[config.mk]
export PLATFORM = sky130hd
export DESIGN_NAME = aes_dec_ctrl
export DESIGN_NICKNAME = d
export VERILOG_FILES = /design/src/hw/aes_pkg.sv /design/src/hw/aes_dec_ctrl.sv
export SDC_FILE = /design/constraint.sdc
export NUM_CORES = 1
export LEC_CHECK = 0
export BUFFER_PORTS_ARGS = -buffer_cell sky130_fd_sc_hd__buf_2
export CORE_MARGIN = 4
export CORE_UTILIZATION = 45
export CTS_CLUSTER_SIZE = 30
export DETAILED_ROUTE_END_ITERATION = 10
export PLACE_DENSITY = 0.73
export REMOVE_ABC_BUFFERS = 1
export SLEW_MARGIN = 20
export SYNTH_ARGS = -nofsm -noshare
export SYNTH_HDL_FRONTEND = slang
export SYNTH_SLANG_ARGS = --single-unit
export TNS_END_PERCENT = 20
[constraint.sdc]
create_clock -name clk -period 2.3 [get_ports clk]
set_clock_uncertainty 0.2 [all_clocks]
set_input_delay 0.23 -clock clk [delete_from_list [all_inputs] [get_ports clk]]
set_output_delay 0.23 -clock clk [all_outputs]
set_load 0.1 [all_outputs]
[src/hw/aes_pkg.sv]
package aes_pkg;

  typedef logic [127:0] block_t;  // Column-major, byte 0 in the top bits
  typedef logic [31:0]  word_t;
  typedef logic [7:0]   byte_t;
  typedef logic [3:0]   round_t;
  typedef logic [7:0]   addr_t;

  localparam round_t NUM_ROUNDS = 4'd10;

  // Register map
  localparam addr_t ADDR_CTRL   = 8'h00;  // Bit 0 start, bit 1 key load
  localparam addr_t ADDR_STATUS = 8'h04;  // Bit 0 busy, bit 1 key_ready, bit 2 done
  localparam addr_t ADDR_KEY0   = 8'h10;  // Word 0 is the key MSW
  localparam addr_t ADDR_DIN0   = 8'h20;
  localparam addr_t ADDR_DOUT0  = 8'h30;

  localparam logic [1:0] RESP_OKAY = 2'b00;

  typedef struct packed {
    logic  awvalid;
    addr_t awaddr;
    logic  wvalid;
    word_t wdata;
    logic  bready;
    logic  arvalid;
    addr_t araddr;
    logic  rready;
  } axil_req_t;

  typedef struct packed {
    logic       awready;
    logic       wready;
    logic       bvalid;
    logic [1:0] bresp;
    logic       arready;
    logic       rvalid;
    word_t      rdata;
    logic [1:0] rresp;
  } axil_rsp_t;

  typedef struct packed {
    logic key_load;  // Copy the user key into the schedule
    logic key_fwd;   // One forward key step
    logic key_inv;   // One inverse key step
    logic blk_load;  // Initial AddRoundKey
    logic rnd_step;
    logic rnd_last;  // No InvMixColumns
  } ctl_t;

  typedef enum logic [1:0] {
    IDLE,
    EXPAND,
    DECRYPT
  } dec_state_e;

  // FIPS-197 tables, entry 0 in the top byte
  localparam logic [2047:0] SBOX_TBL = {
    256'h637c777bf26b6fc53001672bfed7ab76_ca82c97dfa5947f0add4a2af9ca472c0,
    256'hb7fd9326363ff7cc34a5e5f171d83115_04c723c31896059a071280e2eb27b275,
    256'h09832c1a1b6e5aa0523bd6b329e32f84_53d100ed20fcb15b6acbbe394a4c58cf,
    256'hd0efaafb434d338545f9027f503c9fa8_51a3408f929d38f5bcb6da2110fff3d2,
    256'hcd0c13ec5f974417c4a77e3d645d1973_60814fdc222a908846eeb814de5e0bdb,
    256'he0323a0a4906245cc2d3ac629195e479_e7c8376d8dd54ea96c56f4ea657aae08,
    256'hba78252e1ca6b4c6e8dd741f4bbd8b8a_703eb5664803f60e613557b986c11d9e,
    256'he1f8981169d98e949b1e87e9ce5528df_8ca1890dbfe6426841992d0fb054bb16
  };

  localparam logic [2047:0] INV_SBOX_TBL = {
    256'h52096ad53036a538bf40a39e81f3d7fb_7ce339829b2fff87348e4344c4dee9cb,
    256'h547b9432a6c2233dee4c950b42fac34e_082ea16628d924b2765ba2496d8bd125,
    256'h72f8f66486689816d4a45ccc5d65b692_6c704850fdedb9da5e154657a78d9d84,
    256'h90d8ab008cbcd30af7e45805b8b34506_d02c1e8fca3f0f02c1afbd0301138a6b,
    256'h3a9111414f67dcea97f2cfcef0b4e673_96ac7422e7ad3585e2f937e81c75df6e,
    256'h47f11a711d29c5896fb7620eaa18be1b_fc563e4bc6d279209adbc0fe78cd5af4,
    256'h1fdda8338807c731b11210592780ec5f_60517fa919b54a0d2de57a9f93c99cef,
    256'ha0e03b4dae2af5b0c8ebbb3c83539961_172b047eba77d626e169146355210c7d
  };

  function automatic byte_t sbox(input byte_t b);
    return SBOX_TBL[2047 - 8 * int'(b) -: 8];
  endfunction

  function automatic byte_t inv_sbox(input byte_t b);
    return INV_SBOX_TBL[2047 - 8 * int'(b) -: 8];
  endfunction

  function automatic byte_t xtime(input byte_t b);
    return {b[6:0], 1'b0} ^ (b[7] ? 8'h1b : 8'h00);
  endfunction

  // Shift-and-add multiply in GF(2^8)
  function automatic byte_t gf_mul(input byte_t a, input byte_t b);
    byte_t acc;
    byte_t p;
    acc = '0;
    p = a;
    for (int i = 0; i < 8; i++) begin
      if (b[i]) acc ^= p;
      p = xtime(p);
    end
    return acc;
  endfunction

  function automatic byte_t rcon(input round_t r);
    case (r)
      4'd1:    return 8'h01;
      4'd2:    return 8'h02;
      4'd3:    return 8'h04;
      4'd4:    return 8'h08;
      4'd5:    return 8'h10;
      4'd6:    return 8'h20;
      4'd7:    return 8'h40;
      4'd8:    return 8'h80;
      4'd9:    return 8'h1b;
      4'd10:   return 8'h36;
      default: return 8'h00;
    endcase
  endfunction

endpackage

[src/hw/aes_dec_ctrl.sv]
module aes_dec_ctrl (
  input  logic              clk,
  input  logic              rst_n,
  input  logic              start,
  input  logic              key_go,
  output aes_pkg::ctl_t     ctl,
  output aes_pkg::round_t   round,
  output logic              busy,
  output logic              key_ready,
  output logic              done
);

  aes_pkg::dec_state_e state_q;
  aes_pkg::round_t     round_q;
  logic                key_ready_q;
  logic                done_q;
  logic                do_key;
  logic                do_blk;

  // Key load wins over a start in the same write
  assign do_key = key_go && (state_q == aes_pkg::IDLE);
  assign do_blk = start && !key_go && key_ready_q && (state_q == aes_pkg::IDLE);

  always_comb begin
    ctl.key_load = do_key;
    ctl.key_fwd  = (state_q == aes_pkg::EXPAND);
    ctl.key_inv  = (state_q == aes_pkg::DECRYPT);
    ctl.blk_load = do_blk;
    ctl.rnd_step = (state_q == aes_pkg::DECRYPT);
    ctl.rnd_last = (state_q == aes_pkg::DECRYPT) && (round_q == 4'd1);
  end

  always_ff @(posedge clk or negedge rst_n) begin
    if (!rst_n) begin
      state_q     <= aes_pkg::IDLE;
      round_q     <= '0;
      key_ready_q <= 1'b0;
      done_q      <= 1'b0;
    end else begin
      case (state_q)
        aes_pkg::IDLE: begin
          if (do_key) begin
            state_q     <= aes_pkg::EXPAND;
            round_q     <= 4'd1;
            key_ready_q <= 1'b0;  // Old last round key is gone
          end else if (do_blk) begin
            state_q <= aes_pkg::DECRYPT;
            round_q <= aes_pkg::NUM_ROUNDS;
            done_q  <= 1'b0;
          end
        end
        aes_pkg::EXPAND: begin
          if (round_q == aes_pkg::NUM_ROUNDS) begin
            state_q     <= aes_pkg::IDLE;
            key_ready_q <= 1'b1;
          end else begin
            round_q <= round_q + 4'd1;
          end
        end
        aes_pkg::DECRYPT: begin
          round_q <= round_q - 4'd1;  // Ends at 0
          if (round_q == 4'd1) begin
            state_q <= aes_pkg::IDLE;
            done_q  <= 1'b1;
          end
        end
        default: state_q <= aes_pkg::IDLE;
      endcase
    end
  end

  assign round     = round_q;
  assign busy      = (state_q != aes_pkg::IDLE);
  assign key_ready = key_ready_q;
  assign done      = done_q;

endmodule

=== Word level (Yosys, flattened, before mapping) ===
Index checks and enable logic that the tools add are counted.
Widths: inputs -> output; s select.

* Word-level logic and storage cells: 48
* Bits in read-only memories: 0
* Memories kept: 0
* Latch bits: 0
* Flip-flop bits (word level): 8
* RAM bits: 0

* Divide/modulo/power cells: 0
* Shift-type cells: 0
* Bitwise operators: 0
* Multipliers: 0
* Equal/unequal tests: 11
* $add $sub $neg: 2
* Magnitude comparators: 0
* Reduce and logical (&&, ||, !) cells: 15
* Mux-type cells: 16

{| class="wikitable"
|+ Operators by type and width
! kind !! count
|-
| $mux 4 || 3
|-
| $pmux 4 s3 || 1
|-
| $reduce_and 3->1 || 3
|-
| $mux 2 || 4
|-
| $ne 2x2->1 const B || 4
|-
| $pmux 2 s3 || 1
|-
| $reduce_bool 2->1 || 3
|-
| $logic_and 1x1->1 || 5
|-
| $mux 1 || 5
|-
| $add 4x1->4 const B || 1
|-
| $eq 4x1->1 const B || 1
|-
| $eq 4x4->1 const B || 1
|-
| $ne 2x1->1 const B || 2
|-
| $pmux 1 s2 || 2
|-
| $reduce_and 4->1 || 1
|-
| $sub 4x1->4 const B || 1
|-
| $ne 3x3->1 const B || 1
|-
| $reduce_bool 3->1 || 1
|-
| $eq 2x1->1 const B || 1
|-
| $eq 2x2->1 const B || 1
|-
| $logic_not 2->1 || 1
|-
| $logic_not 1->1 || 1
|}

=== Longest topological paths before layout ===
Gate-level depths: netlist of the first run.

* Depth in word-level cells: 7
* Mapped depth: 7
* Gate-level depth less buffers: 6

=== Worst setup path after synthesis of the first run ===
Ideal clock, no wire load.

* Kind: register to register
* Start: register state_q[0]
* End: register done_q (netlist: done)
* Arrival: 2.603 ns
* Stages on the path, launching flop included: 6
* Buffers on the path: 1
* Library setup time: 0.080 ns
* Setup slack: -0.583 ns
* Required time: 2.020 ns
* Clock period less this slack: 2.883 ns
* Path through: dfrtp_1 inv_1 ha_1 buf_4 and3_1 a2bb2oi_1

{| class="wikitable"
|+ RTL lines
! item !! line !! source
|-
| from (decl) || aes_dec_ctrl.sv:13 || <nowiki>aes_pkg::dec_state_e state_q;</nowiki>
|-
| from (signal assigned) || aes_dec_ctrl.sv:35 || <nowiki>state_q <= aes_pkg::IDLE;</nowiki>
|-
| from (signal assigned) || aes_dec_ctrl.sv:43 || <nowiki>state_q <= aes_pkg::EXPAND;</nowiki>
|-
| from (signal assigned) || aes_dec_ctrl.sv:47 || <nowiki>state_q <= aes_pkg::DECRYPT;</nowiki>
|-
| to (signal assigned) || aes_dec_ctrl.sv:38 || <nowiki>done_q <= 1'b0;</nowiki>
|-
| to (signal assigned) || aes_dec_ctrl.sv:49 || <nowiki>done_q <= 1'b0;</nowiki>
|-
| to (signal assigned) || aes_dec_ctrl.sv:64 || <nowiki>done_q <= 1'b1;</nowiki>
|-
| to (decl) || aes_dec_ctrl.sv:16 || <nowiki>logic done_q;</nowiki>
|}

==> results.md, run 1 <==
* Final setup vio count at 0
* Flops & latches, synth at 8
* TritonCTS clock tree: done
* Synth Area in Adders at ~14%
* Ports at 17
* Most frequent cells in the layout: buf_2 (15), nor2_1 (9), ha_1 (8), dfrtp_1 (8), inv_1 (7)
* Initial Utilization at around 47%
* Clock root cell: clkbuf_4
* Compound-gate portion of the synthesized area at about a quarter
* I/O Buffers at 16
* Crit path arrival time at around 1.8 ns
* Post-Synth XOR/XNOR Area at under 10%
* Critical-path top delay cell: ha_1
* GRT Residual Overflow at 0
* Routed wire per std cell at roughly 15 um
* Seq/Total Area, Yosys at 28.5%
* Placer Congestion at 0.816
* Worst skew pair latency at 0.25 ns
* Max-cap viol count at 0
* Vias per cell at approximately 5.6
* Fin area at between 700 and 800 um^2
* CTS Buf Count at 3
* Post-synth top area share at around 28%
* Starting DRT DRC Count at 13
* Die Y at 47.5 um
* Reg clk slew, reported paths at 0.06 ns
* F_max at between 400 and 500 MHz
* CTS Sinks at 8
* Netlist cell types at 30
* Flop2flop setup slack at around 0.23 ns
* Critical Path Source Type: register
* Most common cell after layout, fill and taps aside: buf_2
* CP Max Fanout at 11
* Worst path required time at around 1.9 ns
* Area Growth Syn to Fin at 13.2%
* Drt total wl at between 1500 and 2000 um
* Fraction of layout cells with a size suffix above 1 at 28.4%
* FP Rows at 14
* Synth area leaders: dfrtp_1 (28%), ha_1 (14%), buf_4 (5.3%)
* Global-route wire length before repair at around 2400 um
* Antenna cells at 0
* Syn Area/Cell at 9.50 um^2
* Drt drc at 0
* Setup Total Neg Slack at 0 ns
* Vias at approximately 580
* H-tree lvl count at 1
* Mux cell area share after synthesis at about 4.3%
* DR pass1 iterations at 4
* Syn Std Cell Area at 703 um^2
* Die width at roughly 48 um
* Main combinational cell family by area after synthesis: compound AO/OA/AOI/OAI gates
* Synthesis Warnings at 0
* Vias in the first global route at between 500 and 600
* Post-CTS setup buffer count at 0
* Final hold violations at 0
* GRT Util Overall at 15.4%
* Crit share post-route at a little over nine tenths
* Largest area contributor in the netlist: dfrtp_1
* Critical path class: register to primary output
* CP peak stage delay at between 0.4 and 0.5 ns
* Die footprint at 0.00226 mm^2
* Status: finished, final reports clean
* Core ar. at 0.00149 mm^2
* RSZ-0062 raised after global routing: no
* Number of routed nets with antenna violations at 0
* Hold_buf cts at 1
* Mapped Cells at between 70 and 80
* Simple-gate share of the synthesized area at 13.2%
* Critical path, cell by cell: inv_1 -> ha_1 -> and3_1 -> buf_12
* Worst-Margin Slew at 0.496 ns
* Crit end category: primary output
* Worst slew margin at between 60% and 70%
* Max Buffers Root-to-Sink at 2
* PostCTS Resize Cnt at 0
* Antenna violations before repair at 0
* Tmin final at about 2.2 ns
* Largest net degree at the start of global routing at 12
* Class of the worst hold path: input port to register
* Max-slew violation count at 0
* Placed Instance Area at roughly 760 um^2
* Final #Nets at roughly 100
* Detail Placement HPWL at roughly 1200 um
## metrics by stage
step | util (%) | instances | hold WS, ns | setup slack, ns
after global routing | 53.4 | 104 | 0.100 | 0.00516
after CTS | 53.4 | 104 | 0.0812 | 0.0978
after global placement | 51.3 | 100 | -0.117 | 0.282
after floorplan | - | 67 | -0.266 | -1.31
final | 53.4 | 104 | 0.0947 | 0.0845
after detailed placement | 51.3 | 100 | -0.115 | 0.240
## kinds of logic (layout without fill, tap and decap cells)
| family | after synthesis | count (layout) |
|---|---|---|
| simple gates | 18 | 18 |
| xor+xnor | 2 | 2 |
| buf+inv | 14 | 28 |
| compound gates | 21 | 21 |
| fa+ha+maj | 8 | 8 |
| flops | 8 | 8 |
| mux | 3 | 3 |
## metal layers
| layer | vias to the layer above | GRT usage (%) | routed length (um) |
|---|---|---|---|
| met1 | 276 | 20.2 | 706 |
| met4 | 0 | 8.06 | 23 |
| met2 | 9 | 23.8 | 751 |
| met3 | 4 | 3.38 | 37 |
| li1 | 293 | - | - |
| met5 | - | 0 | 0 |
## sequential cells by signal (all words and copies together), names as in the netlist
register   count
state_q        2
key_ready      1
done           1
round          4
## synthesized netlist by cell type
library cell  number
nor2_1             9
dfrtp_1            8
ha_1               8
inv_1              7
buf_4              5
a21oi_1            4
nand2_1            4
mux2i_1            3
a22o_1             2
a22oi_1            2
a31oi_1            2
xor2_1             2
a211oi_1           1
a211oi_2           1
a21o_1             1
a21o_2             1
a22oi_4            1
a2bb2oi_1          1
a311o_1            1
and3_1             1
and4b_2            1
buf_6              1
clkbuf_8           1
nand3b_1           1
nor3_1             1
o221ai_1           1
o22ai_1            1
o311a_1            1
o31ai_1            1
or4b_4             1
## worst max-delay path, delay by kind of cell, from the launching register on
family	cells	cell delay [ns]
flip-flops	1	0.42
AND/OR/NAND/NOR	1	0.34
adder cells (fa/ha/maj)	1	0.46
buffers and inverters	2	0.32
## final cells by class
class	count	area, um^2
timing repair buffer	18	113
tap	16	20.0
sequential	8	200
fill	140	693
clock buffer	3	22.5
multi-input combinational	52	414
inverter	7	26.3
## worst paths after layout
kind                                 start          to  cells after the start
worst min register to register        done        done                      1
min in group asynchronous            rst_n  state_q[0]                      2
worst max register to register    round[0]    round[0]                      6
worst max-delay path            state_q[0]      ctl[0]                      4
max in group asynchronous            rst_n    round[2]                      2
worst min-delay path                 start  state_q[1]                      3
Power of run 1 is not shown: default switching activity piles up to over one toggle a cycle in this logic, so the estimate is an artifact.
==> run 2, diff against run 1 <==
--- a/config.mk
+++ b/config.mk
@@ -6,11 +6,14 @@
 export NUM_CORES = 1
 export LEC_CHECK = 0
 export BUFFER_PORTS_ARGS = -buffer_cell sky130_fd_sc_hd__buf_2
+export CELL_PAD_IN_SITES_DETAIL_PLACEMENT = 2
+export CELL_PAD_IN_SITES_GLOBAL_PLACEMENT = 2
+export CORE_ASPECT_RATIO = 1.25
 export CORE_MARGIN = 4
-export CORE_UTILIZATION = 45
+export CORE_UTILIZATION = 31
 export CTS_CLUSTER_SIZE = 30
 export DETAILED_ROUTE_END_ITERATION = 10
-export PLACE_DENSITY = 0.73
+export PLACE_DENSITY = 0.81
 export REMOVE_ABC_BUFFERS = 1
 export SLEW_MARGIN = 20
 export SYNTH_ARGS = -nofsm -noshare
==> run 2 against run 1 <==
Effect of this change:
- design area up 3.9%
- wire length up 45%
- critical path depth up 1
- worst setup slack better by 0.057 ns
- critical path type unchanged
- largest cell class unchanged
==> results.md, run 2 (synthesized netlist as in run 1, its figures left out) <==
* Area Growth Syn to Fin at 17.6%
* Final hold violations at 0
* Multi-input logic area at 417 um^2
* Worst skew pair latency at between 0.2 and 0.3 ns
* Crit share post-route at a little over nine tenths
* Post-CTS setup buffer count at 0
* Max FFs per register at 4
* Placed Instance Area at between 700 and 800 um^2
* Hold EP: state_q[1]
* Critical Path Source Type: register
* Most frequent cells in the layout: buf_2 (14), nor2_1 (9), dfrtp_1 (8)
* Critical path class: register to primary output
* Antenna cells at 0
* Die Y at between 60 and 70 um
* DR pass1 iterations at 3
* Antenna violations before repair at 0
* Largest net degree at the start of global routing at 12
* Max-cap viol count at 0
* Die footprint at roughly 0.0031 mm^2
* Hold Path Depth at 3
* Final-layout fill cell count at 254
* CP peak stage delay at approximately 0.43 ns
* Reg2Reg Depth at 6
* Reg area at 200 um^2
* Detail Placement HPWL at 1570 um
* Min-Delay Startpoint: start
* Crit end category: primary output
* Global-route wire length before repair at about 3700 um
* Reg clk slew, reported paths at about 0.060 ns
* Final #Nets at around 100
* Most common cell after layout, fill and taps aside: buf_2
* Critical-path top delay cell: buf_2
* Crit path arrival time at ~1.7 ns
* CTS Sinks at 8
* Crit path buf inv count at 2
* Critical path, cell by cell: inv_1 -> ha_1 -> nand2_1 -> nor2_1 -> buf_2
* Max-slew violation count at 0
* Worst path required time at approximately 1.9 ns
* Clock root cell: clkbuf_4
* GRT Residual Overflow at 0
* Worst reg2reg path endpoint: state_q[0]
* Initial Utilization at 32.2%
* GRT Util Overall at between 15 and 20%
* CP Max Fanout at 5
* TritonCTS clock tree: done
* FP Rows at 19
* Vias at between 600 and 700
* Core ar. at ~0.0022 mm^2
* Fin area at just over 800 um^2
* Status: finished, final reports clean
* Ports at 17
* Vias per cell at slightly above 5
* Routed wire per std cell at about 18 um
* Placer Congestion at ~0.75
* Number of routed nets with antenna violations at 0
* Fraction of layout cells with a size suffix above 1 at 30.3%
* Worst-Margin Slew at 0.490 ns
* Worst slew margin at between 60 and 70%
* Tmin final at 2.16 ns
* Vias in the first global route at between 700 and 800
* Flop2flop setup slack at approximately 0.2 ns
* Starting DRT DRC Count at 9
* Class of the worst hold path: input port to register
* I/O Buffers at 16
* Reg-to-reg startpoint: state_q[1]
* H-tree lvl count at 1
* Drt drc at 0
* Die width at a little over 50 um
* Final setup vio count at 0
* Max Buffers Root-to-Sink at 2
* CTS Buf Count at 3
* Crit path max-delay family: buffers and inverters
* F_max at between 400 and 500 MHz
* Drt total wl at roughly 2200 um
-- run 2: changes by cell type in the layout (fill, tap and decap cells not counted) --
cell      delta
buf_2        -1
buf_4        +1
clkbuf_4     +1
ha_1         -1
ha_2         +1
-- run 2: worst max path at each step --
stage                     to  startpoint  cells past startpoint  slack, ns
global route          ctl[2]  state_q[0]                      5    -0.0008
floorplan               done  state_q[0]                      4      -1.31
CTS                   ctl[0]  state_q[0]                      4       0.03
detailed placement  round[0]  state_q[1]                      6       0.18
finish                ctl[2]  state_q[0]                      5       0.14
global placement    round[0]  state_q[1]                      6       0.29
-- run 2: worst register-to-register path, stage by stage (launching register included) --
cell,delay (ns)
dfrtp_1,0.40
inv_1,0.08
ha_1,0.28
or4b_4,0.58
a22oi_4,0.18
a22oi_1,0.11
o22ai_1,0.19
-- run 2: routing by layer --
layer	track usage, %	part of all wire, %	vias to the layer above
met5	0	0	-
met4	7.69	0	0
met3	2.42	1.9	0
met2	30.8	57	9
met1	18.6	41	318
li1	-	-	293
-- run 2: timing repair --
item                                    CTS  global route
endpoints found under the hold margin     8             0
endpoints found under the setup margin    0             4
hold buffers                              1             0
resized for setup                         0             2
-- run 2: per-stage QoR --
stage          setup TNS, ns  hold slack [ns]  utilization (%)  setup slack (ns)  instances
2_1_floorplan          -7.86           -0.266                -             -1.31         67
3_3_place_gp               0           -0.113             36.1             0.292        116
3_5_place_dp               0           -0.110             36.1             0.184        116
4_1_cts                    0           0.0855             37.6            0.0350        120
5_1_grt            -0.000800            0.117             37.8         -0.000800        120
6_report                   0           0.0895             37.8             0.142        120
-- run 2: cell type report --
cell class / count / share of cell area [%]
Multi-Input combinational cell: 52 / 50.4
Sequential cell: 8 / 24.2
Timing Repair Buffer: 19 / 14.8
Tap cell: 31 / 4.69
Inverter: 7 / 3.18
Clock buffer: 3 / 2.72
Power of run 2 is left out for the same reason.
==> run 3, diff against run 2 <==
--- a/config.mk
+++ b/config.mk
@@ -5,15 +5,16 @@
 export SDC_FILE = /design/constraint.sdc
 export NUM_CORES = 1
 export LEC_CHECK = 0
+export ABC_AREA = 1
 export BUFFER_PORTS_ARGS = -buffer_cell sky130_fd_sc_hd__buf_2
 export CELL_PAD_IN_SITES_DETAIL_PLACEMENT = 2
 export CELL_PAD_IN_SITES_GLOBAL_PLACEMENT = 2
 export CORE_ASPECT_RATIO = 1.25
 export CORE_MARGIN = 4
-export CORE_UTILIZATION = 31
+export CORE_UTILIZATION = 28
 export CTS_CLUSTER_SIZE = 30
 export DETAILED_ROUTE_END_ITERATION = 10
-export PLACE_DENSITY = 0.81
+export PLACE_DENSITY = 0.8
 export REMOVE_ABC_BUFFERS = 1
 export SLEW_MARGIN = 20
 export SYNTH_ARGS = -nofsm -noshare
==> run 3 against run 2 <==
Effect of this change:
- synthesized cell count grew 19%
- critical path type unchanged
- global-route usage shrank 1.1 points
- worst setup slack improved by 0.0063 ns
- die area up 5.3%
- register-to-register slack gained 0.36 ns
- design area fell by 2.3%
- synthesized area decreased by 4.1%
- critical path depth grew 2
- highest routed layer is now met4
- critical endpoint unchanged
- via count increased by 4.8%
- core utilization down 2.0 points
- fmax grew 0.29%
- non-clock buffer count shrank 2
==> results.md, run 3 <==
* Status: finished, final reports clean
* Drt total wl at 2080 um
* Main combinational cell family by area after synthesis: simple AND/OR/NAND/NOR gates
* Max Buffers Root-to-Sink at 2
* Die Y at 62.9 um
* H-tree lvl count at 1
* CP peak stage delay at about 0.40 ns
* Fraction of layout cells with a size suffix above 1 at 30.5%
* Final hold violations at 0
* Final #Nets at ~120
* Multi-input logic area at 398 um^2
* TritonCTS clock tree: done
* CP Max Fanout at 3
* RSZ-0062 raised after global routing: no
* Core ar. at 0.00226 mm^2
* Cell with the most instances after synthesis: nand2_1
* Most frequent cells in the layout: nand2_1 (18), buf_2 (14), inv_1 (11)
* Crit path arrival time at 1.72 ns
* Global-route wire length before repair at around 3600 um
* Simple-gate share of the synthesized area at roughly a third
* Netlist cell types at 23
* GRT Residual Overflow at 0
* Final-layout fill cell count at approximately 280
* Vias at 650
* Post-Synth XOR/XNOR Area at 0%
* Post-CTS setup buffer count at 0
* Seq/Total Area, Yosys at approximately 30%
* Worst path required time at 1.87 ns
* Antenna violations before repair at 0
* Worst-Margin Slew at about 0.49 ns
* Number of routed nets with antenna violations at 0
* Flops & latches, synth at 8
* Placer Congestion at 0.718
* CTS Sinks at 8
* Vias per cell at roughly 4.8
* Post-synth top cells: nand2_1 (18), inv_1 (11), nand3_1 (10)
* GRT Util Overall at between 10% and 20%
* EDFF count, synth at 0
* Worst skew pair latency at 0.27 ns
* Synth area leaders: dfrtp_1 (30%), ha_1 (15%), nand2_1 (10%)
* Critical path class: register to primary output
* Reg area at around 200 um^2
* Critical-path top delay cell: dfrtp_1
* Critical Path Source Type: register
* Area Growth Syn to Fin at 19.9%
* Vias in the first global route at 730
* Most common cell after layout, fill and taps aside: nand2_1
* Die footprint at about 0.0033 mm^2
* Mapped Cells at 88
* Initial Utilization at between 20 and 30%
* Syn Std Cell Area at approximately 670 um^2
* DR pass1 iterations at 4
* Class of the worst hold path: input port to asynchronous set/reset pin
* Detail Placement HPWL at ~1700 um
* Synthesis Warnings at 0
* Mux cell area share after synthesis at 0%
* Max-cap viol count at 0
* Top_reg_cell synth: dfrtp_1
* Final core utilization at 35.8%
* Setup WS post-layout at about 0.15 ns
* Final setup vio count at 0
* Max FFs per register at 4
* Post-synth top area share at between 20% and 30%
* Worst slew margin at between 60 and 70%
* Antenna cells at 0
* Drt drc at 0
* Starting DRT DRC Count at 8
* Largest area contributor in the netlist: dfrtp_1
* Ports at 17
* Reg clk slew, reported paths at 0.06 ns
* Clock root cell: clkbuf_4
* FP Rows at 19
* Synth Area in Adders at about 15%
* Top cell by count, worst path: inv_1
* Crit share post-route at about 94%
* Routed wire per std cell at between 15 and 20 um
* Critical path, cell by cell: inv_1 -> ha_1 -> inv_2 -> nor2_4 -> nand3_1 -> inv_1 -> clkbuf_4
* Post-synth ARST share at between 90% and 100%
* Tmin final at 2.15 ns
* Crit end category: primary output
* Compound-gate portion of the synthesized area at a little under an eighth
* Max-slew violation count at 0
* Largest net degree at the start of global routing at 10
* CTS Buf Count at 3
* Pre-CTS WS at approximately 0.34 ns
* Syn Area/Cell at 7.66 um^2
* I/O Buffers at 16
* F_max at ~460 MHz
* Die width at between 50 and 60 um
-- run 3: cell count changes in the layout (fill, tap and decap cells not counted), moves of 2 or more --
cell / delta
nor2_1: -4
a22o_1: -2
nand2_1: +14
xor2_1: -2
a31oi_1: -2
o21ai_0: +6
or2_2: +2
mux2i_1: -3
inv_1: +4
nand3_1: +10
inv_2: +2
-- run 3: cell families after synthesis --
kind of cell | after synthesis
fa+ha+maj | 8
buf+inv | 17
compound gates | 13
simple gates | 42
flops | 8
-- run 3: worst max-delay path, delay by kind of cell (launching register included) --
family / cells / cell delay (ns)
DFF: 1 / 0.40
adders and majority gates: 1 / 0.22
and+or+nand+nor: 2 / 0.23
buffers and inverters: 4 / 0.59
-- run 3: per-stage QoR --
step                cell area [um^2]  hold slack (ns)  instances  setup TNS [ns]
finish                           808            0.137        136               0
global route                     808            0.156        136               0
CTS                              803            0.139        136               0
detailed placement               771           -0.103        132               0
global placement                 771           -0.103        132               0
floorplan                        652           -0.266         85           -6.37
-- run 3: what timing repair did --
item,CTS,global route
hold endpoints to repair,8,0
gates resized for setup,0,3
hold buffers,1,0
endpoints found under the setup margin,0,2
-- run 3: final timing paths --
kind	depth (start not counted)	slack, ns	startpoint	end
setup / recovery	7	0.15	state_q[1]	ctl[2]
hold reg to reg	2	0.33	done	done
min in group clk	4	0.14	key_go	state_q[1]
max in group asynchronous	2	1.57	rst_n	round[3]
setup reg to reg	7	0.56	round[0]	round[2]
hold / removal	2	0.14	rst_n	state_q[0]
-- run 3: area by class of cell --
| class | count | share of cell area [%] |
|---|---|---|
| multi-input cells | 63 | 49.2 |
| well taps | 31 | 4.80 |
| inverters | 14 | 6.66 |
| clock buffers | 3 | 2.79 |
| repair buffers | 17 | 11.8 |
| flip-flops and latches | 8 | 24.8 |
-- run 3: metal layers --
layer	track usage [%]	part of all wire [%]	up-vias
met5	0	0	-
met4	8.85	2.5	0
met3	3.58	4.0	5
met2	27.2	54	13
met1	15.9	40	318
li1	-	-	314
Power of run 3 is left out for the same reason.
