==> src/hw/aes_pkg.sv <==
package aes_pkg;

  typedef logic [127:0] block_t;  // Column-major, byte 0 in the top bits
  typedef logic [31:0]  word_t;
  typedef logic [7:0]   byte_t;
  typedef logic [3:0]   round_t;
  typedef logic [7:0]   addr_t;

  localparam round_t NUM_ROUNDS = 4'd10;

  // Register map
  localparam addr_t ADDR_CTRL   = 8'h00;  // Bit 0 start, bit 1 key load
  localparam addr_t ADDR_STATUS = 8'h04;  // Bit 0 busy, bit 1 key_ready, bit 2 done
  localparam addr_t ADDR_KEY0   = 8'h10;  // Word 0 is the key MSW
  localparam addr_t ADDR_DIN0   = 8'h20;
  localparam addr_t ADDR_DOUT0  = 8'h30;

  localparam logic [1:0] RESP_OKAY = 2'b00;

  typedef struct packed {
    logic  awvalid;
    addr_t awaddr;
    logic  wvalid;
    word_t wdata;
    logic  bready;
    logic  arvalid;
    addr_t araddr;
    logic  rready;
  } axil_req_t;

  typedef struct packed {
    logic       awready;
    logic       wready;
    logic       bvalid;
    logic [1:0] bresp;
    logic       arready;
    logic       rvalid;
    word_t      rdata;
    logic [1:0] rresp;
  } axil_rsp_t;

  typedef struct packed {
    logic key_load;  // Copy the user key into the schedule
    logic key_fwd;   // One forward key step
    logic key_inv;   // One inverse key step
    logic blk_load;  // Initial AddRoundKey
    logic rnd_step;
    logic rnd_last;  // No InvMixColumns
  } ctl_t;

  typedef enum logic [1:0] {
    IDLE,
    EXPAND,
    DECRYPT
  } dec_state_e;

  // FIPS-197 tables, entry 0 in the top byte
  localparam logic [2047:0] SBOX_TBL = {
    256'h637c777bf26b6fc53001672bfed7ab76_ca82c97dfa5947f0add4a2af9ca472c0,
    256'hb7fd9326363ff7cc34a5e5f171d83115_04c723c31896059a071280e2eb27b275,
    256'h09832c1a1b6e5aa0523bd6b329e32f84_53d100ed20fcb15b6acbbe394a4c58cf,
    256'hd0efaafb434d338545f9027f503c9fa8_51a3408f929d38f5bcb6da2110fff3d2,
    256'hcd0c13ec5f974417c4a77e3d645d1973_60814fdc222a908846eeb814de5e0bdb,
    256'he0323a0a4906245cc2d3ac629195e479_e7c8376d8dd54ea96c56f4ea657aae08,
    256'hba78252e1ca6b4c6e8dd741f4bbd8b8a_703eb5664803f60e613557b986c11d9e,
    256'he1f8981169d98e949b1e87e9ce5528df_8ca1890dbfe6426841992d0fb054bb16
  };

  localparam logic [2047:0] INV_SBOX_TBL = {
    256'h52096ad53036a538bf40a39e81f3d7fb_7ce339829b2fff87348e4344c4dee9cb,
    256'h547b9432a6c2233dee4c950b42fac34e_082ea16628d924b2765ba2496d8bd125,
    256'h72f8f66486689816d4a45ccc5d65b692_6c704850fdedb9da5e154657a78d9d84,
    256'h90d8ab008cbcd30af7e45805b8b34506_d02c1e8fca3f0f02c1afbd0301138a6b,
    256'h3a9111414f67dcea97f2cfcef0b4e673_96ac7422e7ad3585e2f937e81c75df6e,
    256'h47f11a711d29c5896fb7620eaa18be1b_fc563e4bc6d279209adbc0fe78cd5af4,
    256'h1fdda8338807c731b11210592780ec5f_60517fa919b54a0d2de57a9f93c99cef,
    256'ha0e03b4dae2af5b0c8ebbb3c83539961_172b047eba77d626e169146355210c7d
  };

  function automatic byte_t sbox(input byte_t b);
    return SBOX_TBL[2047 - 8 * int'(b) -: 8];
  endfunction

  function automatic byte_t inv_sbox(input byte_t b);
    return INV_SBOX_TBL[2047 - 8 * int'(b) -: 8];
  endfunction

  function automatic byte_t xtime(input byte_t b);
    return {b[6:0], 1'b0} ^ (b[7] ? 8'h1b : 8'h00);
  endfunction

  // Shift-and-add multiply in GF(2^8)
  function automatic byte_t gf_mul(input byte_t a, input byte_t b);
    byte_t acc;
    byte_t p;
    acc = '0;
    p = a;
    for (int i = 0; i < 8; i++) begin
      if (b[i]) acc ^= p;
      p = xtime(p);
    end
    return acc;
  endfunction

  function automatic byte_t rcon(input round_t r);
    case (r)
      4'd1:    return 8'h01;
      4'd2:    return 8'h02;
      4'd3:    return 8'h04;
      4'd4:    return 8'h08;
      4'd5:    return 8'h10;
      4'd6:    return 8'h20;
      4'd7:    return 8'h40;
      4'd8:    return 8'h80;
      4'd9:    return 8'h1b;
      4'd10:   return 8'h36;
      default: return 8'h00;
    endcase
  endfunction

endpackage

==> src/hw/aes_axil_regs.sv <==
module aes_axil_regs (
  input  logic               clk,
  input  logic               rst_n,
  input  aes_pkg::axil_req_t axil_req,
  output aes_pkg::axil_rsp_t axil_rsp,
  input  logic               busy,
  input  logic               key_ready,
  input  logic               done,
  input  aes_pkg::block_t    dout,
  output logic               start,
  output logic               key_go,
  output aes_pkg::block_t    key_word,
  output aes_pkg::block_t    din
);

  logic                 aw_rdy_q;
  logic                 bvalid_q;
  logic                 ar_rdy_q;
  logic                 rvalid_q;
  aes_pkg::word_t       rdata_q;
  aes_pkg::word_t       rd_word;
  aes_pkg::word_t [0:3] key_q;  // Index 0 is the most significant word
  aes_pkg::word_t [0:3] din_q;
  aes_pkg::word_t [0:3] dout_w;
  logic                 wr_en;
  logic                 rd_en;
  logic                 ctrl_wr;
  logic [1:0]           wr_idx;
  logic [1:0]           rd_idx;

  assign wr_en   = aw_rdy_q && axil_req.awvalid && axil_req.wvalid;
  assign rd_en   = ar_rdy_q && axil_req.arvalid;
  assign ctrl_wr = wr_en && (axil_req.awaddr == aes_pkg::ADDR_CTRL);
  assign wr_idx  = axil_req.awaddr[3:2];
  assign rd_idx  = axil_req.araddr[3:2];

  assign key_word = key_q;
  assign din      = din_q;
  assign dout_w   = dout;

  // Write channel, one outstanding response
  always_ff @(posedge clk or negedge rst_n) begin
    if (!rst_n) begin
      aw_rdy_q <= 1'b0;
      bvalid_q <= 1'b0;
    end else begin
      aw_rdy_q <= axil_req.awvalid && axil_req.wvalid && !bvalid_q && !aw_rdy_q;
      if (wr_en) begin
        bvalid_q <= 1'b1;
      end else if (bvalid_q && axil_req.bready) begin
        bvalid_q <= 1'b0;
      end
    end
  end

  always_ff @(posedge clk or negedge rst_n) begin
    if (!rst_n) begin
      key_q  <= '0;
      din_q  <= '0;
      start  <= 1'b0;
      key_go <= 1'b0;
    end else begin
      start  <= ctrl_wr && axil_req.wdata[0];  // Single-cycle pulses
      key_go <= ctrl_wr && axil_req.wdata[1];
      if (wr_en && !busy) begin  // Operands are frozen during a run
        if (axil_req.awaddr[7:4] == aes_pkg::ADDR_KEY0[7:4]) begin
          key_q[wr_idx] <= axil_req.wdata;
        end
        if (axil_req.awaddr[7:4] == aes_pkg::ADDR_DIN0[7:4]) begin
          din_q[wr_idx] <= axil_req.wdata;
        end
      end
    end
  end

  // Read decode; key words are write-only
  always_comb begin
    rd_word = '0;
    if (axil_req.araddr == aes_pkg::ADDR_STATUS) begin
      rd_word = {29'd0, done, key_ready, busy};
    end else if (axil_req.araddr[7:4] == aes_pkg::ADDR_DIN0[7:4]) begin
      rd_word = din_q[rd_idx];
    end else if (axil_req.araddr[7:4] == aes_pkg::ADDR_DOUT0[7:4]) begin
      rd_word = dout_w[rd_idx];
    end
  end

  always_ff @(posedge clk or negedge rst_n) begin
    if (!rst_n) begin
      ar_rdy_q <= 1'b0;
      rvalid_q <= 1'b0;
    end else begin
      ar_rdy_q <= axil_req.arvalid && !rvalid_q && !ar_rdy_q;
      if (rd_en) begin
        rvalid_q <= 1'b1;
      end else if (rvalid_q && axil_req.rready) begin
        rvalid_q <= 1'b0;
      end
    end
  end

  always_ff @(posedge clk) begin
    if (rd_en) begin
      rdata_q <= rd_word;  // Held until the next accepted read
    end
  end

  always_comb begin
    axil_rsp.awready = aw_rdy_q;
    axil_rsp.wready  = aw_rdy_q;
    axil_rsp.bvalid  = bvalid_q;
    axil_rsp.bresp   = aes_pkg::RESP_OKAY;
    axil_rsp.arready = ar_rdy_q;
    axil_rsp.rvalid  = rvalid_q;
    axil_rsp.rdata   = rdata_q;
    axil_rsp.rresp   = aes_pkg::RESP_OKAY;
  end

endmodule

==> config.mk <==
export PLATFORM = sky130hd
export DESIGN_NAME = aes_axil_regs
export DESIGN_NICKNAME = d
export VERILOG_FILES = /design/src/hw/aes_pkg.sv /design/src/hw/aes_axil_regs.sv
export SDC_FILE = /design/constraint.sdc
export NUM_CORES = 1
export LEC_CHECK = 0
export BUFFER_PORTS_ARGS = -buffer_cell sky130_fd_sc_hd__buf_4
export CORE_MARGIN = 4
export CORE_UTILIZATION = 36
export DETAILED_ROUTE_END_ITERATION = 8
export PLACE_DENSITY = 0.7
export SLEW_MARGIN = 20
export SYNTH_ARGS = -nofsm -noshare
export SYNTH_HDL_FRONTEND = slang
export SYNTH_SLANG_ARGS = --single-unit
==> constraint.sdc <==
create_clock -name clk -period 1.45 [get_ports clk]
set_input_delay 0.2175 -clock clk [delete_from_list [all_inputs] [get_ports clk]]
set_output_delay 0.2175 -clock clk [all_outputs]
set_load 0.01 [all_outputs]
# == Word-level counts from Yosys, hierarchy flattened ==
# Cells that the tools add are included.
# W data, S select, Z words.
# totals
word_cells,68
out_inout_bits,299
input_bits,186
regBits,294
# classes
n_mux,17
order_cmp,3
eq_ne,5
reduce_logical,25
n_bitwise,2
# ops
op,n
$bwmux W128,2
$mux W32,7
$bmux W32 S2,2
$demux W32 S2,1
$logic_and A1 B1 Y1,15
$eq A4 B2 Y1 const B,3
$eq A8 B3 Y1 const B,1
$logic_not A8 Y1,1
$ge A3 B3 Y1 const B,2
$not A2 Y3,2
$logic_not A1 Y1,5
$eq A4 B1 Y1 const B,1
$mux W1,4
$reduce_and A2 Y1,2
$reduce_bool A2 Y1,2
$lt A3 B1 Y1 const B,1
$mux W3,1

# == Logic depth before layout (Yosys ltp) ==
# Gate-level depths: netlist (run 1).
# depth
depth_word,7
mapped_depth,6
ltp_nobuf,3

# == Worst setup path after synthesis (run 1) ==
# No wires, ideal clock.
# synth_path
path_type,in2reg
from,input port axil_req[3] (netlist name)
to,register rdata_q[10] (data pin)
n_path_buf,2
setup_time_ns,0.266
cell_stages,5
path_slack_ns,-0.173
arrival_ns,1.357
cell_sequence,buf_2 > buf_4 > mux4_2 > mux2i_1 > nor2_1
# synth_between
elab_chain_cells,6
word_cells_on_any_way,10
# synth_lines
element,line_no,text
"start, declared",aes_axil_regs.sv:4,"input aes_pkg::axil_req_t axil_req,"
$not A2 Y3 (not written as such),"aes_axil_regs.sv:82, aes_axil_regs.sv:84",
$bmux W32 S2,aes_axil_regs.sv:84,rd_word = dout_w[rd_idx];
$mux W32 (not written as such) (2 in series),aes_axil_regs.sv:84,
$mux W32,aes_axil_regs.sv:83,end else if (axil_req.araddr[7:4] == aes_pkg::ADDR_DOUT0[7:4]) begin
$mux W32,aes_axil_regs.sv:81,end else if (axil_req.araddr[7:4] == aes_pkg::ADDR_DIN0[7:4]) begin
"end signal, assigned",aes_axil_regs.sv:104,rdata_q <= rd_word;
"end, declared",aes_axil_regs.sv:20,aes_pkg::word_t rdata_q;
# Parallel ways exist; a longest one is shown, timed or not. The select of a mux whose other input is x is not followed.
# A chain may end at the register's enable or synchronous reset.

# == Final worst setup path (run 1) ==
# layout_path
from,register aw_rdy_q
to,register key_q (netlist bit key_word[111])
# layout_between
elab_chain_cells,4
# layout_lines
element,line_no,text
"start, declared",aes_axil_regs.sv:16,logic aw_rdy_q;
"start signal, assigned",aes_axil_regs.sv:47,aw_rdy_q <= axil_req.awvalid && axil_req.wvalid && !bvalid_q && !aw_rdy_q;
$logic_and A1 B1 Y1 (2 in series),aes_axil_regs.sv:31,assign wr_en = aw_rdy_q && axil_req.awvalid && axil_req.wvalid;
$logic_and A1 B1 Y1,aes_axil_regs.sv:65,if (wr_en && !busy) begin
$reduce_and A2 Y1 (no line),--,
"end signal, assigned by index",aes_axil_regs.sv:67,key_q[wr_idx] <= axil_req.wdata;
"end, declared",aes_axil_regs.sv:22,aes_pkg::word_t [0:3] key_q;
# Every way passes these cells.

==> results of run 1 <==
[cells by family after synthesis]
logic type | share of synthesized area
other | 0.000291
buffers and inverters | 0.0269
DFF | 0.583
AOI/OAI and AO/OA | 0.00465
muxes | 0.357
and+or+nand+nor | 0.0286
[area by class of cell]
| class | instances | area (um^2) |
|---|---|---|
| multi-input combinational | 428 | 5480 |
| timing repair buffer | 599 | 5030 |
| clock inverter | 17 | 178 |
| fill | 2803 | 15700 |
| inverter | 2 | 7.51 |
| tap | 461 | 577 |
| sequential | 294 | 7520 |
| clock buffer | 46 | 1000 |
[worst reg2reg max path, cell delays in order (launching register included)]
cell,delay [ps]
sky130_fd_sc_hd__dfrtp_1,340
sky130_fd_sc_hd__and3_4,270
sky130_fd_sc_hd__and4_4,330
sky130_fd_sc_hd__buf_12,180
sky130_fd_sc_hd__mux2_2,360
[metal layers]
layer,up-vias,track usage,share of wire
met1,5023,0.296,0.39
met3,89,0.0711,0.088
met2,451,0.386,0.48
met5,-,0,0.00063
met4,4,0.0645,0.036
li1,4090,-,-
[through the flow]
step           instances  power [mW]  worst slack, ps  TNS [ps]
6_report            1847        19.4             -146    -18040
2_1_floorplan        782        9.33            -65.7     -6850
4_1_cts             1837        19.5             -185    -34750
5_1_grt             1847        20.0             -192    -31920
3_3_place_gp        1757        10.5             -273    -55400
3_5_place_dp        1757        10.5             -293    -58740
[power by group through the flow]
stage / Combinational [mW] / Sequential (mW) / Clock (mW)
after floorplan: 0.584 / 8.75 / 0
after global placement: 1.80 / 8.70 / 0
final: 1.87 / 8.55 / 8.93
after global routing: 2.01 / 8.56 / 9.48
after detailed placement: 1.82 / 8.70 / 0
after CTS: 1.87 / 8.55 / 9.12
[placed cells by master, fill, tap and decap left out, types with 3 or more instances in the layout]
cell type                       instances
sky130_fd_sc_hd__a21oi_1                3
sky130_fd_sc_hd__a32o_1                 3
sky130_fd_sc_hd__buf_12                26
sky130_fd_sc_hd__buf_4                545
sky130_fd_sc_hd__buf_6                  5
sky130_fd_sc_hd__bufinv_16              3
sky130_fd_sc_hd__clkbuf_1               5
sky130_fd_sc_hd__clkbuf_16             43
sky130_fd_sc_hd__clkbuf_8               4
sky130_fd_sc_hd__clkinv_2               6
sky130_fd_sc_hd__clkinv_4               3
sky130_fd_sc_hd__conb_1                 4
sky130_fd_sc_hd__dfrtp_1              262
sky130_fd_sc_hd__dlygate4sd3_1         13
sky130_fd_sc_hd__edfxtp_1              32
sky130_fd_sc_hd__mux2_2               153
sky130_fd_sc_hd__mux2_4               102
sky130_fd_sc_hd__mux2i_1               35
sky130_fd_sc_hd__mux4_2                61
sky130_fd_sc_hd__nand3_1                3
sky130_fd_sc_hd__nand4_1                3
sky130_fd_sc_hd__nand4_4                4
sky130_fd_sc_hd__nor2_1                31
sky130_fd_sc_hd__or2_0                  3
[state kept, by name, indices dropped and copies added (netlist names)]
signal / count
rdata_q: 32
rvalid_q: 1
bvalid_q: 1
key_go: 1
aw_rdy_q: 1
start: 1
din: 128
key_word: 128
ar_rdy_q: 1
[worst max-delay path by stage]
stage / endpoint / slack, ps / cells after the start
after floorplan: key_word[117] / -70 / 6
after global placement: rdata_q[9] / -270 / 6
after detailed placement: key_word[113] / -290 / 5
after CTS: key_word[114] / -190 / 5
after global routing: key_word[120] / -190 / 4
final: key_word[111] / -150 / 4
[timing repair]
action	in CTS	in global routing
endpoints found under the setup margin	259	259
cloned	2	8
gates resized for setup	56	73
hold buffers	13	0
buffers inserted	2	4
endpoints found under the hold margin	71	0
pin swaps	0	2
==> results summary, run 1 <==
On the critical path, the stage with the largest delay is an instance of sky130_fd_sc_hd__mux2_2. The relative contribution of sequential cells to total power came out at 0.442. In the synthesized netlist, the cells that appear most often are sky130_fd_sc_hd__dfrtp_1 (262), sky130_fd_sc_hd__mux2_2 (235), sky130_fd_sc_hd__mux4_2 (61). The chip height is 197 um. For hold timing, the worst endpoint is rdata_q[2]. Together, buffers and inverters on the worst path number 1. The total count of hold-check failures in the final report came to 0. For this run, the leading register cell type out of synthesis is sky130_fd_sc_hd__dfrtp_1.

The max-slew violation count came to 0. The register-to-register setup slack came out at -150 ps. On the final layout, the worst hold slack is 17.1 ps.

The register clock-pin slew on the reported worst setup and hold paths is 60 ps. The initial DRC count came out at 438. The overall global routing resource usage came out at 0.232. The first-pass GRT wire length is 68,400 um. The flow ran to the end, but the final reports show violations. The static leakage is 10.4 nW. Across the VDD grid, the largest voltage drop is 0.000770 V. The count of TritonRoute iterations in the first routing pass is 4.

The via count of the first global-routing pass is 10,541. Routability-driven placement finished with a final weighted congestion of 0.850. The floorplan step set the die width to 197 um. In this run the worst hold path is classified as primary input to flip-flop. The family with the most delay on the worst path is simple AND/OR/NAND/NOR gates.

In this run the count of I/O pins placed on the die edge is 485. The H-tree generated during clock tree synthesis spans 2 levels. The share of power burned in the clock network is 0.461. The insertion delay to the later sink of the worst-skew pair came out at 500 ps. The layout cell share with drive strength beyond 1 came out at 0.699. The clock arrives with 9.62 ps of skew.

The startpoint identified for the worst register-to-register timing path is aw_rdy_q. Of the available clock period, the critical path in the final layout requires 1.10. The worst hold path was traced through 2 stages. The post-synthesis cell area came out at 12,900 um^2. The share of total power dissipated in combinational logic is 0.097. The flip-flop and latch count after synthesis came out at 294. The total wire length after detailed routing came out at 49,300 um. Relative to the synthesized area, the layout overhead comes to 53.4%. The count of final setup violators is 261. The arrival time of the worst setup path is 1980 ps. The number of standard-cell rows in the floorplan came out at 69. The worst register-to-register path ends at key_word[111]. The number of clock buffers added by TritonCTS is 35.

The number of max-cap violations came out at 0. The cell area reported after detailed placement is 17,800 um^2. The yosys synthesis warning count is 0. The final reports fail on negative setup slack.

Counting flops with an async set or reset pin after synthesis yields a share of 0.891. The finished layout cell area is 19,800 um^2. The remaining routing DRC violations came out at 0. Internal power comes to 14.9 mW.

STA classifies the critical path endpoint as a flip-flop. The power dissipated by switching net loads came out at 4.49 mW. The number of different library cells used by synthesis comes to 36. By area the synthesized netlist is led by sky130_fd_sc_hd__dfrtp_1 (51%), sky130_fd_sc_hd__mux2_2 (21%), sky130_fd_sc_hd__mux4_2 (11%). Using the TritonRoute via totals, the vias-per-cell ratio works out to 5.23. The final antenna diode count is 0. In this run the worst setup path begins at aw_rdy_q. Along the worst path, the maximum fanout reaches 11.

Entering global routing, the biggest net connects 50 pins. The detail-routed net length per standard cell is 26.7 um. The highest clock rate came out at 627 MHz. The post-route core utilization came out at 0.558. The area fraction of the dominant cell type after synthesis is 0.508. The logic depth of the worst register-to-register path is 4. Each instance of the synthesized netlist takes up on average 16.6 um^2. The routed layout has 9,657 vias.

Synthesis produced a netlist whose cell count is 779. The count of antenna-violating nets left after detailed routing is 0. The sum of overflow across all layers after global routing came out at 0.

The initial antenna violation count came out at 2. The startpoint identified for the worst hold timing path is done. The sequential cell area fraction in the yosys report came out at 0.583.

The number of buffers on the longest clock path came out at 3. Setup repair after global routing could not meet its margin everywhere. The full die area is 38,900 um^2.

During placement, the flow inserted port buffers numbering 480. For this run, the post-layout net count is 1,546. The required time reported for the critical path endpoint came out at 1830 ps.

The critical path is of the flip-flop to flip-flop type. The number of clock sinks seen by CTS is 294. The number of enable flip-flop cells after synthesis came out at 32.

The total power density per cell area is 978 nW/um^2. The placeable core region came out at 35,500 um^2. The cell type with the highest aggregate area in the netlist is sky130_fd_sc_hd__dfrtp_1. The proportion of total power due to net switching came out at 0.232. Yosys instantiated no cell more often than sky130_fd_sc_hd__dfrtp_1. The critical path goes through and3_4 > and4_4 > buf_12 > mux2_2. The kind of launch point of the worst setup path is a flip-flop. The half-perimeter wire length after detailed placement came out at 33,900 um. The initial utilization of the core area, before any placement, comes to 0.364. TritonCTS built the clock tree. The tree is rooted in a sky130_fd_sc_hd__clkbuf_16. The setup slack of the critical path after layout came out at -146 ps. The delay of the slowest cell on the worst path came out at 350 ps. Counting I/O delays and the setup requirement, the final critical path takes 1600 ps.
Power figures use the tool's default switching activity.
==> run 2: changes to the inputs <==
Settings changed: CORE_ASPECT_RATIO set to 2.
==> run 2 against run 1 <==
Compared with the run above: the run ends with antenna violations, negative setup slack left; die area up 0.47%; clock power down 19%; sequential share of layout area down 1.0 points; via count about the same; maximum frequency down 3.8%; cell count up 1.2%; power down 8.5%; combinational power up 3%; register-to-register slack worse by 60 ps; critical path type unchanged; largest power group is now sequential cells.
==> results summary, run 2 (same netlist as run 1, synthesis figures left out) <==
The run finished, with violations left. The final reports fail on antenna violations, negative setup slack. At the placement stage, the worst setup path has a slack of -292 ps. The worst register-to-register path ends at key_word[2].

The total wire length after detailed routing is 52,500 um. Setup repair after global routing could not meet its margin everywhere. TritonCTS created 26 clock buffers. In this run the clock root is driven by a sky130_fd_sc_hd__clkbuf_16. The count of final setup violators came out at 252. The number of buffers on the longest clock path is 3. The register-to-register setup slack came out at -210 ps. Power spread over the standard cell area amounts to 872 nW/um^2. Setup slack on the critical path of the routed design comes to -208 ps. The layout cell share with drive strength beyond 1 came out at 0.692.

The half-perimeter wire length after detailed placement is 36,400 um. The weighted congestion at the end of routability-driven global placement came out at 0.906. Max-cap violations in this run came to 0. The total count of hold-check failures in the final report is 0. The detail-routed net length per standard cell is 28.1 um. The period utilization came out at 1.14.

For this run, the total global-route usage over all layers was measured as 0.249. The post-route clock skew came out at 8.83 ps. Leaving out fill and tap cells, the most frequent cell in the layout is sky130_fd_sc_hd__buf_4. The class of the most critical hold timing path is primary input to flip-flop. The worst setup path is of the flip-flop to flip-flop kind.

Along the worst hold path, the cell count comes to 2. The average via count per standard cell is 5.17. The first-pass GRT wire length is 71,500 um. The via count of the first global-routing pass came out at 10,418. STA classifies the critical path startpoint as a flip-flop. For this block, the via count after detailed routing is 9,655. Static timing analysis puts the maximum clock frequency at 603 MHz.

The initial cell density of the core is 0.367. The worst setup path is captured at a flip-flop. The total power came out at 17.7 mW. The arrival time of the worst setup path came out at 2080 ps. The die span in x is 142 um. The final layout contains 1,585 nets. Once detail routing completed, the nets flagged for antenna violations numbered 1. The initial DRC count came out at 365. The initialized floorplan defines 97 standard-cell rows.

The full die area came out at 39,100 um^2. The total overflow left after global routing is 0. TritonCTS built the clock tree. The logic depth of the worst register-to-register path is 6. For this design, the sink count on the clock tree is 294.

The highest fanout seen on the critical path is 7. The required time reported for the critical path endpoint came out at 1870 ps. The peak ir drop on the vdd network came out at 0.00108 V. After clock tree synthesis, the clock-pin slew on the worst setup and hold paths is 70 ps. After detailed routing, the number of remaining DRC violations is 0. In this run the critical register-to-register path is launched from aw_rdy_q.

The layout overhead on the synthesized area came out at 57.5%. The hold path startpoint is axil_req[11]. Pin placement for this block handled 485 I/O pins. Across all hold checks on the routed design, the worst slack comes to 34.8 ps.

In this run the number of H-tree levels came out at 1. Measured on the finished design, the core utilization comes to 0.577. In this run the static leakage power is 10.7 nW. The count of TritonRoute iterations in the first routing pass came out at 4. The insertion delay to the later sink of the worst-skew pair is 540 ps. The count of buffers inserted at the top-level ports is 480. The pin count of the biggest net entering global routing came out at 52. The path with the worst hold slack has its endpoint at start.

The chip height is 276 um. The shortest period the worst path allows is 1660 ps. The initial antenna violation count came to 1.

After floorplanning, the core was sized to cover 35,200 um^2. The max-slew violation count came out at 0. In the layout the commonest cells are sky130_fd_sc_hd__buf_4 (498), sky130_fd_sc_hd__dfrtp_1 (262), sky130_fd_sc_hd__mux2_2 (167), sky130_fd_sc_hd__mux2_4 (84).
-- run 2: cell count changes in the layout (fill, tap and decap cells not counted), moves of 4 or more --
cell / previous run / this run
sky130_fd_sc_hd__buf_12: 26 / 34
sky130_fd_sc_hd__buf_16: 2 / 9
sky130_fd_sc_hd__buf_4: 545 / 498
sky130_fd_sc_hd__buf_6: 5 / 61
sky130_fd_sc_hd__clkbuf_16: 43 / 35
sky130_fd_sc_hd__diode_2: 0 / 5
sky130_fd_sc_hd__dlygate4sd3_1: 13 / 35
sky130_fd_sc_hd__mux2_1: 1 / 5
sky130_fd_sc_hd__mux2_2: 153 / 167
sky130_fd_sc_hd__mux2_4: 102 / 84
-- run 2: layout make-up --
cell class	count	area, um^2
Fill cell	2804	14900
Sequential cell	294	7520
Timing Repair Buffer	647	5920
Multi-Input combinational cell	428	5410
Clock buffer	37	805
Tap cell	445	557
Clock inverter	11	88.8
Antenna cell	5	12.5
Inverter	2	7.51
-- run 2: through the flow --
| stage | instances | setup TNS, ps | area, um^2 |
|---|---|---|---|
| after global routing | 1864 | -44790 | 20300 |
| after global placement | 1753 | -46910 | 17900 |
| after detailed placement | 1753 | -50570 | 17900 |
| after floorplan | 782 | -6850 | 13000 |
| final | 1869 | -29670 | 20300 |
| after CTS | 1864 | -33200 | 20000 |
-- run 2: power by group --
group	leakage (nW)	internal, mW	switching, mW
sequential	3.96	8.46	0.0854
combinational	6.24	1.02	0.904
clock	0.452	4.06	3.19
-- run 2: worst max path at each step --
stage,startpoint,end
global placement,axil_req[3],rdata_q[14]
CTS,aw_rdy_q,key_word[117]
floorplan,aw_rdy_q,key_word[117]
global route,aw_rdy_q,key_word[31]
detailed placement,axil_req[51],key_word[19]
finish,aw_rdy_q,key_word[2]
-- run 2: per-layer routing --
metal  track usage  wire length, um  part of all wire  vias to the layer above
li1              -                -                 -                     4159
met1         0.287            18900              0.36                     5014
met2         0.451            28000              0.53                      386
met3        0.0451             3160             0.060                       94
met4         0.105             2450             0.047                        2
met5             0               11           0.00021                        -
-- run 2: worst max-delay path: stages, from the launching register on --
cell,delay (ps)
sky130_fd_sc_hd__dfrtp_1,350
sky130_fd_sc_hd__and3_4,250
sky130_fd_sc_hd__buf_6,120
sky130_fd_sc_hd__nand4_1,110
sky130_fd_sc_hd__buf_6,210
sky130_fd_sc_hd__clkbuf_16,190
sky130_fd_sc_hd__mux2_4,300
-- run 2: what timing repair did --
item	4_1_cts	5_1_grt
pin swaps	3	7
endpoints found under the setup margin	287	300
cloned	12	8
resized for setup	105	68
endpoints found under the hold margin	465	0
hold buffers	35	0
buffers inserted	27	4
==> run 3: changes to the inputs <==
--- a/config.mk
+++ b/config.mk
@@ -8,5 +8,5 @@
 export BUFFER_PORTS_ARGS = -buffer_cell sky130_fd_sc_hd__buf_4
 export CORE_ASPECT_RATIO = 2
-export CORE_MARGIN = 4
+export CORE_MARGIN = 2
 export CORE_UTILIZATION = 36
 export DETAILED_ROUTE_END_ITERATION = 8
==> constraint.sdc (replaced) <==
create_clock -name clk -period 1.45 [get_ports clk]
set_input_delay 0.0725 -clock clk [delete_from_list [all_inputs] [get_ports clk]]
set_output_delay 0.0725 -clock clk [all_outputs]
set_load 0.01 [all_outputs]
==> run 3 against run 2 <==
Compared with the run above: the run ends with negative setup slack left; sequential power hardly changed; routed wire length is 3.9% lower; clock skew is 3.5 ps lower; largest power group unchanged; clock-buffer cell count is 3 higher; via count is 0.31% higher; critical path type unchanged; critical path depth stayed put; clock power is 3.3% lower; worst hold slack worse by 31 ps.
==> results summary, run 3 (same netlist as run 1, synthesis figures left out) <==
The flow ran to the end, but the final reports show violations. The checks that failed: negative setup slack. Across the run, the number of max-cap violations was 0. The share of power burned in the clock network came out at 0.401. Across all setup checks in the final design, the least slack found is -160 ps. The register-to-register setup slack came out at -160 ps. The clock tree from TritonCTS is done. The power dissipated by switching net loads came out at 4.09 mW. The initial DRC count came out at 327. For this run, the post-layout net count is 1,601. The via count of the first global-routing pass came to 10,643. The max-slew violation count is 0. The shortest period the worst path allows is 1610 ps. Setup repair after global routing could not meet its margin everywhere. The floorplan has 98 rows. Derived from the worst setup path, the maximum achievable clock frequency is 621 MHz. The layout overhead on the synthesized area came out at 53.6%. Setup total negative slack on the finished layout was measured at -24,400 ps.

The initial antenna violation count came to 3. The peak ir drop on the vdd network came out at 0.000914 V. The weighted congestion at the end of routability-driven global placement is 0.864. The die span in x came out at 138 um. The kind of launch point of the worst setup path is a flip-flop. The total wire length after detailed routing came out at 50,500 um. The category of the critical setup timing path is flip-flop to flip-flop. For this design, the sink count on the clock tree is 294. The logic depth of the worst register-to-register path came out at 6. The sum of overflow across all layers after global routing came out at 0. The total count of hold-check failures in the final report is 0. The insertion delay to the later sink of the worst-skew pair is 550 ps.

The H-tree depth is 1. In the finished design, the share of the clock period the worst path needs comes to 1.11. Entering global routing, the biggest net connects 52 pins. The top-level port count is 485. The startpoint identified for the worst register-to-register timing path is aw_rdy_q. The internal power of the cells came out at 13.4 mW. In the routed layout, each cell is associated on average with a via count of 5.13.

The full die area is 37,500 um^2. The static leakage came out at 10.4 nW. In the layout the commonest cells are sky130_fd_sc_hd__buf_4 (565), sky130_fd_sc_hd__dfrtp_1 (262), sky130_fd_sc_hd__mux2_2 (221), sky130_fd_sc_hd__mux4_2 (61), sky130_fd_sc_hd__dlygate4sd3_1 (49). The count of buffers inserted at the top-level ports came out at 480. Of the total power, the share spent switching nets is 0.234.

The leading cell type in the layout, fill and taps excluded is sky130_fd_sc_hd__buf_4. In the routed design, unresolved DRC markers number 0. Across the routed clock network, the largest skew measured is 5.31 ps. The relative contribution of sequential cells to total power is 0.488. The first global-routing pass estimated 70,900 um of wire.

The half-perimeter wire length after detailed placement is 35,200 um. For the worst setup path, the data required time is 1890 ps. In the final layout, the share of cells above drive strength 1 is 0.679. The total power density per cell area is 883 nW/um^2. The arrival time of the worst setup path is 2050 ps. Clock tree synthesis inserted a total of 27 buffers. The detail route stage leaves a number of antenna-violating nets equal to 0. The longest clock path from root to sink contains 3 buffers.

The overall global routing resource usage is 0.265. The initial cell density of the core is 0.363. The filler cell count in the final layout is 2,941. The placeable core region is 35,600 um^2. The part of the total power dissipated in combinational logic came out at 0.111.

The post-placement worst setup slack is -411 ps. The area used by multi-input combinational logic is 5210 um^2. Of all nets on the critical path, the largest fanout is 8.

The count of TritonRoute iterations in the first routing pass came out at 4. CTS placed an instance of sky130_fd_sc_hd__clkbuf_16 at the clock tree root. The register clock-pin slew on the reported worst setup and hold paths came out at 60 ps. The class of the most critical hold timing path is primary input to async pin.

The endpoint of the worst register-to-register path is key_word[47]. The detail-routed net length per standard cell came out at 26.7 um. The element type at the critical path end is a flip-flop. The chip height is 272 um. The via total after detailed routing came out at 9,685.

The sequential cell area came out at 7520 um^2. The count of final setup violators came out at 256.
==> run 3: changes by cell type in the layout (fill, tap and decap cells not counted), sizes merged <==
cell / before / now
clkinv: 8 / 5
clkinvlp: 0 / 1
clkbuf: 44 / 42
inv: 4 / 3
buf: 605 / 611
bufinv: 1 / 2
diode: 5 / 2
dlygate4sd3: 35 / 49
==> run 3: power groups by stage <==
stage / Clock, mW / Sequential [mW] / Combinational, mW
finish: 7.01 / 8.55 / 1.95
floorplan: 0 / 8.75 / 0.561
CTS: 7.19 / 8.54 / 1.96
global placement: 0 / 8.69 / 1.80
detailed placement: 0 / 8.70 / 1.82
global route: 7.47 / 8.55 / 2.08
==> run 3: area by class of cell <==
class,instances,area share
clock inverters,9,0.00511
diodes,2,0.000252
well taps,450,0.0284
inverters,2,0.000379
clock buffers,40,0.0376
flip-flops and latches,294,0.379
repair buffers,662,0.286
multi-input cells,428,0.263
==> run 3: worst max-delay path by stage <==
stage	endpoint	slack, ps	start
after floorplan	key_word[117]	-70	aw_rdy_q
final	key_word[47]	-160	aw_rdy_q
after detailed placement	key_word[34]	-410	aw_rdy_q
after CTS	key_word[34]	-170	aw_rdy_q
after global placement	key_word[99]	-370	aw_rdy_q
after global routing	key_word[46]	-190	aw_rdy_q
==> run 3: worst max-delay path, cell delays in order (launching register included) <==
cell,delay (ps)
sky130_fd_sc_hd__dfrtp_1,360
sky130_fd_sc_hd__and3_4,250
sky130_fd_sc_hd__buf_6,120
sky130_fd_sc_hd__nand4_1,120
sky130_fd_sc_hd__buf_6,180
sky130_fd_sc_hd__buf_16,150
sky130_fd_sc_hd__mux2_4,300
==> run 3: what timing repair did <==
| action | in CTS | in global routing |
|---|---|---|
| resized for setup | 50 | 25 |
| endpoints found under the hold margin | 527 | 0 |
| hold buffers | 49 | 0 |
| buffers inserted | 16 | 9 |
| pin swaps | 4 | 3 |
| gates cloned | 14 | 2 |
| endpoints found under the setup margin | 260 | 266 |
==> run 3: routing by layer <==
metal / wire [um] / track usage
met1: 17900 / 0.297
met2: 27300 / 0.477
met3: 2780 / 0.0396
met4: 2470 / 0.134
met5: 0 / 0
==> run 3: per-stage QoR <==
step | instances | power (mW) | area (um^2) | hold slack [ps] | utilization
2_1_floorplan | 782 | 9.31 | 12900 | -223 | -
3_3_place_gp | 1756 | 10.5 | 17800 | 16.6 | 0.500
3_5_place_dp | 1756 | 10.5 | 17800 | 18.4 | 0.500
4_1_cts | 1883 | 17.7 | 19800 | 23.4 | 0.556
5_1_grt | 1887 | 18.1 | 19800 | 29.1 | 0.557
6_report | 1887 | 17.5 | 19800 | 3.48 | 0.557
